==> src/source/knight_pkg.sv <==
// Knight command processor shared definitions.
// Widths, opcodes, command field positions, sequencer state codes
// and the default tuning constants.
`default_nettype none

package knight_pkg;

  ////////////////////////////////////////
  // Widths
  ////////////////////////////////////////
  localparam int cmd_w = 16;  // Command word from the BLE link.
  localparam int hdg_w = 12;  // Heading and heading error.
  localparam int spd_w = 10;  // Forward speed.
  localparam int sq_w  = 4;   // Square count of a move.

  ////////////////////////////////////////
  // Opcodes in cmd[15:12]
  ////////////////////////////////////////
  localparam logic [3:0] op_cal     = 4'h2;  // Gyro calibration.
  localparam logic [3:0] op_mov     = 4'h4;  // Plain move.
  localparam logic [3:0] op_fanfare = 4'h5;  // Move with fanfare.
  localparam logic [3:0] op_tour    = 4'h6;  // Hand over to the tour logic.

  // Command field positions.
  localparam int hdg_field_lsb = 4;   // Heading field low bit.
  localparam int hdg_field_msb = 11;  // Heading field high bit.
  localparam int sq_field_msb  = 3;   // Square field occupies cmd[3:0].

  ////////////////////////////////////////
  // Sequencer state codes
  ////////////////////////////////////////
  localparam logic [2:0] st_idle = 3'd0;  // Waiting for a command.
  localparam logic [2:0] st_cal  = 3'd1;  // Gyro calibration running.
  localparam logic [2:0] st_move = 3'd2;  // Turning to the new heading.
  localparam logic [2:0] st_incr = 3'd3;  // Ramping up, counting lines.
  localparam logic [2:0] st_decr = 3'd4;  // Ramping down to a stop.

  ////////////////////////////////////////
  // Default tuning
  ////////////////////////////////////////
  localparam logic [spd_w-1:0] ramp_up_default   = 10'h020;  // Speed step up.
  localparam logic [spd_w-1:0] ramp_down_default = 10'h040;  // Speed step down.
  localparam logic [hdg_w-1:0] nudge_default     = 12'h1FF;  // IR nudge size.
  localparam logic [hdg_w-1:0] align_tol         = 12'h02C;  // Aligned below this.

endpackage

`default_nettype wire

==> src/source/cmd_reg.sv <==
// Command register.
// Holds the square count and the desired heading of the command
// most recently accepted by the sequencer.
`default_nettype none

module cmd_reg
  import knight_pkg::*;
(
  input  wire logic                    clk,              // System clock.
  input  wire logic                    rst_n,            // Async reset, active low.
  input  wire logic [cmd_w-1:0]        cmd,              // Live command word.
  input  wire logic                    accept,           // Command consumed this cycle.
  output logic      [sq_w-1:0]         squares,          // Squares to travel.
  output logic signed [hdg_w-1:0]      desired_heading   // Target heading.
);

  localparam int hfield_w = hdg_field_msb - hdg_field_lsb + 1;  // 8 bits.

  logic [hfield_w-1:0] hdg_field;   // Raw heading field of the command.
  logic [hdg_w-1:0]    hdg_next;    // Expanded heading to load.

  assign hdg_field = cmd[hdg_field_msb:hdg_field_lsb];

  // A zero field means due north, anything else gets 0xF below it
  // so the target sits in the middle of its step.
  assign hdg_next = (hdg_field == '0) ? '0 : {hdg_field, 4'hF};

  ////////////////////////////////////////
  // Registers
  ////////////////////////////////////////
  always_ff @(posedge clk, negedge rst_n) begin
    if (!rst_n) begin
      squares <= '0;                       // Nothing to travel yet.
    end else if (accept) begin
      squares <= cmd[sq_field_msb:0];      // Square field of the command.
    end
  end

  always_ff @(posedge clk, negedge rst_n) begin
    if (!rst_n) begin
      desired_heading <= '0;               // Face north after reset.
    end else if (accept) begin
      desired_heading <= hdg_next;         // Held until the next command.
    end
  end

endmodule

`default_nettype wire

==> src/source/heading_err.sv <==
// Heading error for the PID.
// Actual minus desired heading with a nudge from the side IR sensors,
// plus a flag that says the robot points close enough to move.
`default_nettype none

module heading_err
  import knight_pkg::*;
#(
  parameter logic [hdg_w-1:0] nudge = nudge_default  // Nudge magnitude.
) (
  input  wire logic signed [hdg_w-1:0] heading,          // Gyro heading.
  input  wire logic signed [hdg_w-1:0] desired_heading,  // Target heading.
  input  wire logic                    lft_ir,           // Drifted onto left line.
  input  wire logic                    rght_ir,          // Drifted onto right line.
  output logic signed [hdg_w-1:0]      error,            // Error word to the PID.
  output logic                         aligned           // Close enough to drive.
);

  localparam logic [hdg_w-1:0] nudge_neg = -nudge;  // Two's complement of nudge.

  logic [hdg_w-1:0] nudge_term;  // Selected nudge offset.
  logic [hdg_w-1:0] err_abs;     // Magnitude of the error.

  // Left sensor wins when both see a line.
  always_comb begin
    if (lft_ir) begin
      nudge_term = nudge;       // Steer back to the right.
    end else if (rght_ir) begin
      nudge_term = nudge_neg;   // Steer back to the left.
    end else begin
      nudge_term = '0;
    end
  end

  // Wraps modulo 12 bits, as the heading does.
  assign error = heading - desired_heading + $signed(nudge_term);

  assign err_abs = error[hdg_w-1] ? -error : error;  // Fold negative errors.
  assign aligned = (err_abs < align_tol);             // Inside the window.

endmodule

`default_nettype wire

==> src/source/square_counter.sv <==
// Square counter.
// Counts rising edges of the centre IR sensor during a move and flags
// the end once two lines per square have passed.
`default_nettype none

module square_counter
  import knight_pkg::*;
(
  input  wire logic            clk,        // System clock.
  input  wire logic            rst_n,      // Async reset, active low.
  input  wire logic            cntr_ir,    // Centre IR, high over a line.
  input  wire logic            launch,     // Start of a new move.
  input  wire logic [sq_w-1:0] squares,    // Squares to travel.
  output logic                 move_done   // All crossings seen.
);

  logic            cntr_ir_q;   // Previous centre IR sample.
  logic            ir_rise;     // Rising edge of the centre IR.
  logic [sq_w:0]   cross_cnt;   // Line crossings since launch.

  ////////////////////////////////////////
  // Edge detect
  ////////////////////////////////////////
  always_ff @(posedge clk, negedge rst_n) begin
    if (!rst_n) begin
      cntr_ir_q <= 1'b0;
    end else begin
      cntr_ir_q <= cntr_ir;   // One cycle of history.
    end
  end

  assign ir_rise = cntr_ir & ~cntr_ir_q;

  ////////////////////////////////////////
  // Crossing count
  ////////////////////////////////////////
  always_ff @(posedge clk, negedge rst_n) begin
    if (!rst_n) begin
      cross_cnt <= '0;
    end else if (launch) begin
      cross_cnt <= '0;                  // Fresh move.
    end else if (ir_rise) begin
      cross_cnt <= cross_cnt + 1'b1;    // Each square has two lines.
    end
  end

  // Twice squares always fits, 2 x 15 is 30.
  assign move_done = (cross_cnt == {squares, 1'b0});

endmodule

`default_nettype wire

==> src/source/speed_ramp.sv <==
// Forward speed ramp.
// Steps the forward speed up or down once per gyro heading update,
// capping at the top two bits set and stopping at zero.
`default_nettype none

module speed_ramp
  import knight_pkg::*;
#(
  parameter logic [spd_w-1:0] ramp_up   = ramp_up_default,   // Step up per update.
  parameter logic [spd_w-1:0] ramp_down = ramp_down_default  // Step down per update.
) (
  input  wire logic         clk,            // System clock.
  input  wire logic         rst_n,          // Async reset, active low.
  input  wire logic         launch,         // Clears the speed.
  input  wire logic         ramp_up_en,     // Accelerate phase.
  input  wire logic         ramp_down_en,   // Brake phase.
  input  wire logic         heading_rdy,    // New gyro reading.
  output logic [spd_w-1:0]  frwrd,          // Forward speed to the motors.
  output logic              at_zero         // Robot has stopped.
);

  logic max_spd;    // Top two bits both set.
  logic last_step;  // Next step down reaches or passes zero.

  assign max_spd   = &frwrd[spd_w-1 -: 2];
  assign last_step = (frwrd <= ramp_down);
  assign at_zero   = (frwrd == '0);

  ////////////////////////////////////////
  // Speed register
  ////////////////////////////////////////
  always_ff @(posedge clk, negedge rst_n) begin
    if (!rst_n) begin
      frwrd <= '0;
    end else if (launch) begin
      frwrd <= '0;                          // Every move starts from rest.
    end else if (heading_rdy) begin
      if (ramp_up_en) begin
        if (!max_spd) begin
          frwrd <= frwrd + ramp_up;         // Still below cruise speed.
        end
      end else if (ramp_down_en) begin
        if (last_step) begin
          frwrd <= '0;                      // Clamp, no wrap below zero.
        end else begin
          frwrd <= frwrd - ramp_down;
        end
      end
    end
  end

endmodule

`default_nettype wire

==> src/source/cmd_fsm.sv <==
// Command sequencer.
// Dispatches commands from idle, runs calibration, and walks a move
// through turn, ramp up with line counting, and ramp down.
`default_nettype none

module cmd_fsm
  import knight_pkg::*;
(
  input  wire logic       clk,           // System clock.
  input  wire logic       rst_n,         // Async reset, active low.
  input  wire logic       cmd_rdy,       // Command waiting.
  input  wire logic [3:0] cmd_op,        // Live opcode field.
  input  wire logic       cal_done,      // Gyro calibration finished.
  input  wire logic       aligned,       // Heading error inside window.
  input  wire logic       move_done,     // All crossings counted.
  input  wire logic       at_zero,       // Speed back at zero.
  output logic            clr_cmd_rdy,   // Command consumed.
  output logic            strt_cal,      // Kick off gyro calibration.
  output logic            send_resp,     // Command complete.
  output logic            tour_go,       // Start the tour logic.
  output logic            fanfare_go,    // Play the fanfare.
  output logic            moving,        // Robot is driving.
  output logic            launch,        // Start of the forward run.
  output logic            ramp_up_en,    // Accelerate on heading updates.
  output logic            ramp_down_en   // Brake on heading updates.
);

  logic [2:0] state;       // Current state.
  logic [2:0] nxt_state;   // Next state.
  logic       fanfare_mv;  // Current move is a fanfare move.

  ////////////////////////////////////////
  // State and fanfare flag
  ////////////////////////////////////////
  always_ff @(posedge clk, negedge rst_n) begin
    if (!rst_n) begin
      state <= st_idle;
    end else begin
      state <= nxt_state;
    end
  end

  // Captured at accept, since cmd may change once it is consumed.
  always_ff @(posedge clk, negedge rst_n) begin
    if (!rst_n) begin
      fanfare_mv <= 1'b0;
    end else if (clr_cmd_rdy) begin
      fanfare_mv <= (cmd_op == op_fanfare);
    end
  end

  ////////////////////////////////////////
  // Next state and outputs
  ////////////////////////////////////////
  always_comb begin
    nxt_state    = state;   // Hold by default.
    clr_cmd_rdy  = 1'b0;
    strt_cal     = 1'b0;
    send_resp    = 1'b0;
    tour_go      = 1'b0;
    fanfare_go   = 1'b0;
    moving       = 1'b0;
    launch       = 1'b0;
    ramp_up_en   = 1'b0;
    ramp_down_en = 1'b0;

    case (state)
      st_idle: begin
        if (cmd_rdy) begin
          clr_cmd_rdy = 1'b1;             // Every opcode is consumed.
          case (cmd_op)
            op_tour: begin
              tour_go = 1'b1;             // Tour logic takes over, stay idle.
            end
            op_cal: begin
              strt_cal  = 1'b1;
              nxt_state = st_cal;
            end
            op_mov, op_fanfare: begin
              nxt_state = st_move;        // Turn to the new heading first.
            end
            default: begin
              nxt_state = st_idle;        // Unknown opcode, dropped.
            end
          endcase
        end
      end

      st_cal: begin
        if (cal_done) begin
          send_resp = 1'b1;               // Answer in the cal_done cycle.
          nxt_state = st_idle;
        end
      end

      st_move: begin
        if (aligned) begin
          moving    = 1'b1;
          launch    = 1'b1;               // Clears speed and crossings.
          nxt_state = st_incr;
        end
      end

      st_incr: begin
        moving     = 1'b1;
        ramp_up_en = 1'b1;
        if (move_done) begin
          fanfare_go = fanfare_mv;        // Only for a fanfare move.
          nxt_state  = st_decr;
        end
      end

      st_decr: begin
        ramp_down_en = 1'b1;
        if (at_zero) begin
          send_resp = 1'b1;               // Stopped, move complete.
          nxt_state = st_idle;
        end else begin
          moving = 1'b1;                  // Still rolling.
        end
      end

      default: begin
        nxt_state = st_idle;              // Recover from unused codes.
      end
    endcase
  end

endmodule

`default_nettype wire

==> src/source/cmd_proc.sv <==
// Knight command processor top level.
// Connects the command register, heading error, square counter,
// speed ramp and sequencer, and hands the tuning parameters down.
`default_nettype none

module cmd_proc
  import knight_pkg::*;
#(
  parameter logic [spd_w-1:0] ramp_up   = ramp_up_default,    // Speed step up.
  parameter logic [spd_w-1:0] ramp_down = ramp_down_default,  // Speed step down.
  parameter logic [hdg_w-1:0] nudge     = nudge_default       // IR nudge size.
) (
  input  wire logic                    clk,          // System clock.
  input  wire logic                    rst_n,        // Async reset, active low.
  input  wire logic [cmd_w-1:0]        cmd,          // Command word.
  input  wire logic                    cmd_rdy,      // Command waiting.
  input  wire logic                    cal_done,     // Gyro calibration done.
  input  wire logic signed [hdg_w-1:0] heading,      // Gyro heading.
  input  wire logic                    heading_rdy,  // New heading this cycle.
  input  wire logic                    lft_ir,       // Left IR sensor.
  input  wire logic                    cntr_ir,      // Centre IR sensor.
  input  wire logic                    rght_ir,      // Right IR sensor.
  output logic                         clr_cmd_rdy,  // Command consumed.
  output logic                         send_resp,    // Command complete.
  output logic                         strt_cal,     // Start gyro calibration.
  output logic                         moving,       // Robot is driving.
  output logic signed [hdg_w-1:0]      error,        // Error to the PID.
  output logic [spd_w-1:0]             frwrd,        // Forward speed.
  output logic                         tour_go,      // Start the tour.
  output logic                         fanfare_go    // Play the fanfare.
);

  logic [3:0]              cmd_op;           // Opcode field of cmd.
  logic [sq_w-1:0]         squares;          // Latched square count.
  logic signed [hdg_w-1:0] desired_heading;  // Latched target heading.
  logic                    aligned;          // Heading close enough.
  logic                    move_done;        // Crossings complete.
  logic                    at_zero;          // Speed is zero.
  logic                    launch;           // Forward run starts.
  logic                    ramp_up_en;       // Accelerate.
  logic                    ramp_down_en;     // Brake.

  assign cmd_op = cmd[cmd_w-1:cmd_w-4];

  ////////////////////////////////////////
  // Datapath
  ////////////////////////////////////////
  cmd_reg cmd_reg_i (
    .clk             (clk),
    .rst_n           (rst_n),
    .cmd             (cmd),
    .accept          (clr_cmd_rdy),
    .squares         (squares),
    .desired_heading (desired_heading)
  );

  heading_err #(.nudge(nudge)) heading_err_i (
    .heading         (heading),
    .desired_heading (desired_heading),
    .lft_ir          (lft_ir),
    .rght_ir         (rght_ir),
    .error           (error),
    .aligned         (aligned)
  );

  square_counter square_counter_i (
    .clk       (clk),
    .rst_n     (rst_n),
    .cntr_ir   (cntr_ir),
    .launch    (launch),
    .squares   (squares),
    .move_done (move_done)
  );

  speed_ramp #(.ramp_up(ramp_up), .ramp_down(ramp_down)) speed_ramp_i (
    .clk          (clk),
    .rst_n        (rst_n),
    .launch       (launch),
    .ramp_up_en   (ramp_up_en),
    .ramp_down_en (ramp_down_en),
    .heading_rdy  (heading_rdy),
    .frwrd        (frwrd),
    .at_zero      (at_zero)
  );

  ////////////////////////////////////////
  // Sequencer
  ////////////////////////////////////////
  cmd_fsm cmd_fsm_i (
    .clk          (clk),
    .rst_n        (rst_n),
    .cmd_rdy      (cmd_rdy),
    .cmd_op       (cmd_op),
    .cal_done     (cal_done),
    .aligned      (aligned),
    .move_done    (move_done),
    .at_zero      (at_zero),
    .clr_cmd_rdy  (clr_cmd_rdy),
    .strt_cal     (strt_cal),
    .send_resp    (send_resp),
    .tour_go      (tour_go),
    .fanfare_go   (fanfare_go),
    .moving       (moving),
    .launch       (launch),
    .ramp_up_en   (ramp_up_en),
    .ramp_down_en (ramp_down_en)
  );

endmodule

`default_nettype wire

==> config.mk <==
export PLATFORM = sky130hd
export DESIGN_NAME = cmd_proc
export DESIGN_NICKNAME = d
export VERILOG_FILES = /design/src/source/knight_pkg.sv /design/src/source/cmd_reg.sv /design/src/source/heading_err.sv /design/src/source/square_counter.sv /design/src/source/speed_ramp.sv /design/src/source/cmd_fsm.sv /design/src/source/cmd_proc.sv
export SDC_FILE = /design/constraint.sdc
export NUM_CORES = 1
export LEC_CHECK = 0
export BUFFER_PORTS_ARGS = -buffer_cell sky130_fd_sc_hd__buf_2
export CORE_ASPECT_RATIO = 1.5
export CORE_UTILIZATION = 50
export CTS_CLUSTER_SIZE = 28
export DETAILED_ROUTE_END_ITERATION = 8
export PLACE_DENSITY = 0.87
export SETUP_SLACK_MARGIN = 0.15
export SKIP_LAST_GASP = 1
export SLEW_MARGIN = 15
export SYNTH_ARGS = -nofsm -noshare
export SYNTH_HDL_FRONTEND = slang
export SYNTH_SLANG_ARGS = --single-unit
==> constraint.sdc <==
create_clock -name clk -period 4.16 [get_ports clk]
set_clock_uncertainty 0.05 [all_clocks]
set_input_delay 0 -clock clk [delete_from_list [all_inputs] [get_ports clk]]
set_output_delay 0 -clock clk [all_outputs]
set_load 0.03 [all_outputs]
==> flow_metrics.env <==
export IMPL_outcome="complete, no violations"
export IMPL_hold_viol=0
export IMPL_critPathCaptureType="output pin"
export IMPL_netlist_top_cell_by_area="dfrtp_1"
export IMPL_ys_async_sr_fraction=1.00
export IMPL_dieArea_sq_mm=0.00595
export IMPL_cp_max_fo=5
export IMPL_syn_mean_instance_area_sq_um=8.72
export IMPL_drt_initial_drc_count=87
export IMPL_finalNetCount=456
export IMPL_critPathTopFamily="compound AO/OA/AOI/OAI gates"
export IMPL_route_met3_wl_um=343
export IMPL_dr_wl_met2_mm=3.45
export IMPL_slowest_delay_ns=0.60
export IMPL_ys_seq_area_frac=0.249
export IMPL_ys_flop_type="dfrtp_1"
export IMPL_via_count=2530
export IMPL_critPathKind="reg -> out"
export IMPL_power_density_mw_per_mm2=819
export IMPL_tns_ns=0
export IMPL_fin_crit_ns=3.86
export IMPL_yosysMostFrequentCell="inv_1"
export IMPL_worstPathRequired_ns=4.11
export IMPL_ir_drop_v=0.000484
export IMPL_yosysTopAreaCellShare=0.249
export IMPL_fmaxAchievable_mhz=259
export IMPL_m1WireLength_mm=2.48
export IMPL_grt_antenna_before_repair=0
export IMPL_hold_path_depth=4
export IMPL_wl_per_cell_um=14.0
export IMPL_drive_gt1_frac=0.241
export IMPL_topRoutingLayerUsed="met4"
export IMPL_clkTransAtPathRegs_ns=0.10
export IMPL_drt_first_pass_iters=4
export IMPL_clk_latency_ns=0.28
export IMPL_synth_edf_count=0
export IMPL_core_sq_mm=0.00545
export IMPL_die_h_um=93.9
export IMPL_routed_wl_mm=6.46
export IMPL_fin_total_pwr_mw=2.74
export IMPL_routabilityCongestion=0.885
export IMPL_power_leakage_nw=1.59
export IMPL_cts_buffers=3
export IMPL_rsz0062_at_grt="no"
export IMPL_rows=33
export IMPL_synth_commonest_cells="50 x inv_1, 28 x dfrtp_1, 26 x nor2_1"
export IMPL_final_cells=460
export IMPL_grt_max_degree=29
export IMPL_numPlacedInstances=441
export IMPL_design_area_sq_mm=0.00335
export IMPL_min_path_type="in -> reg"
export IMPL_critPathBufInv=2
export IMPL_drc=0
export IMPL_drtAntennaViolNets=0
export IMPL_cp_depth=11
export IMPL_top_level_ports=64
export IMPL_die_w_um=63.3
export IMPL_fillers=478
export IMPL_start_util=0.517
export IMPL_clock_path_buffers=2
export IMPL_dpl_cell_area_sq_mm=0.00312
export IMPL_grt_pass1_wl_mm=10.9
export IMPL_maxSlewViolCount=0
export IMPL_synth_seq_cells=28
export IMPL_crit_path_start_kind="register"
export IMPL_cp_arrival_ns=3.81
export IMPL_slew_headroom=0.552
export IMPL_overflow=0
export IMPL_synth_area_leaders="dfrtp_1 25%, ha_1 8.0%, fa_1 7.8%"
export IMPL_tritoncts="done"
export IMPL_yosysWarnings=0
export IMPL_grt_pass1_vias=2505
export IMPL_syn_inst=323
export IMPL_r2r_cells=10
export IMPL_io_buffers=58
export IMPL_syn_area_sq_mm=0.00282
export IMPL_crit_chain="fa_1, inv_1, ha_1, a211oi_2, nor3_1, o211ai_1, o2111ai_1, or3_2, o22a_2, a22oi_1, buf_2"
export IMPL_viasPerCell=5.50
export IMPL_hpwl_mm=5.20
export IMPL_root_buffer="clkbuf_8"
export IMPL_grt_usage=0.235
export IMPL_ys_types=65
export IMPL_crit_slowest_cell="fa_1"
export IMPL_finalSetupViolCount=0
export IMPL_area_delta_synth_final_pct=18.7
export IMPL_diodes=0
export IMPL_worst_slew_pin_slew_ns=0.671
export IMPL_r2r_slack_ns=0.55
export IMPL_cts_max_level=1
export IMPL_maxCapViolCount=0
export IMPL_post_route_period_util=0.927
export IMPL_clkSinkCount=28
-- stage by stage --
step / worst slack [ns] / utilization / hold WS, ns
finish: 0.304 / 0.614 / 0.0193
detailed placement: 0.501 / 0.572 / -0.00656
CTS: 0.286 / 0.613 / 0.00661
global route: 0.169 / 0.614 / 0.0114
floorplan: 0.470 / - / -0.346
global placement: 0.583 / 0.572 / -0.0155
-- path summary, 6_finish.rpt --
check / startpoint / to
worst max-delay path: cmd_reg_i.desired_heading[3] / moving
min in group asynchronous: rst_n / cmd_fsm_i.state[2]
worst min-delay path: cmd[15] / cmd_fsm_i.fanfare_mv
worst min register to register: cmd_reg_i.desired_heading[6] / cmd_reg_i.desired_heading[6]
worst max register to register: cmd_reg_i.desired_heading[3] / speed_ramp_i.frwrd[5]
max in group asynchronous: rst_n / cmd_reg_i.desired_heading[3]
-- worst reg2reg max path: stages (launching register included) --
cell and delay (ns):
dfrtp_1 0.48, fa_1 0.60, inv_1 0.06, ha_1 0.33, a211oi_2 0.26, nor3_1 0.12, o211ai_1 0.19, o2111ai_1 0.22
or3_2 0.57, o32ai_4 0.46, o22ai_2 0.15
-- power breakdown --
group | internal (mW) | leakage (nW) | switching (mW)
Clock | 0.129 | 0.0357 | 0.0863
Combinational | 0.768 | 1.21 | 1.24
Sequential | 0.384 | 0.342 | 0.133
Total | 1.28 | 1.59 | 1.46
-- layer usage --
metal  vias up  GRT usage
met5         -          0
met4         0      0.106
met3        16     0.0352
met2        96      0.453
met1      1175      0.247
li1       1243          -
-- cell type report --
class	instances	area (sq um)	area share
Sequential cell	28	701	0.209
Multi-Input combinational cell	235	1860	0.555
Clock inverter	1	30.0	0.00898
Inverter	50	188	0.0561
Timing Repair Buffer	73	440	0.132
Clock buffer	3	41.3	0.0123
Tap cell	70	87.6	0.0262
-- what timing repair did --
| action | in CTS | in global routing |
|---|---|---|
| gates resized for setup | 0 | 2 |
| setup endpoints to repair | 0 | 1 |
| hold buffers | 15 | 0 |
| setup buffers | 0 | 0 |
| endpoints found under the hold margin | 43 | 0 |
-- kinds of logic after synthesis --
kind of cell / Yosys count / share of synthesized area
xor+xnor: 16 / 0.0546
compound gates: 75 / 0.213
simple gates: 96 / 0.170
fa+ha+maj: 29 / 0.158
other cells: 1 / 0.00133
flops: 28 / 0.249
mux: 14 / 0.0551
buf+inv: 64 / 0.0990
-- state kept, by name, summed over array words and instances, names as in the netlist --
signal,count
cmd_fsm_i.fanfare_mv,1
speed_ramp_i.frwrd,5
square_counter_i.cntr_ir_q,1
cmd_reg_i.desired_heading,9
cmd_reg_i.squares,4
square_counter_i.cross_cnt,5
cmd_fsm_i.state,3
-- placed cells by master, fill, tap and decap left out, types with 4 or more instances in the layout --
master          n
a21oi_1        11
conb_1          5
o21a_1          4
xor2_1          6
fa_1           11
nand2_1        17
o21ai_0        12
nand3_1         9
nor3_1         11
xnor2_1         9
o211ai_1        5
nand2b_1        7
nand4_1         5
buf_2          58
inv_1          50
dfrtp_1        28
o2111ai_1       4
dlygate4sd3_1  15
nor2_1         26
mux2_2         12
ha_1           16
(Power assumes the default switching activity.)
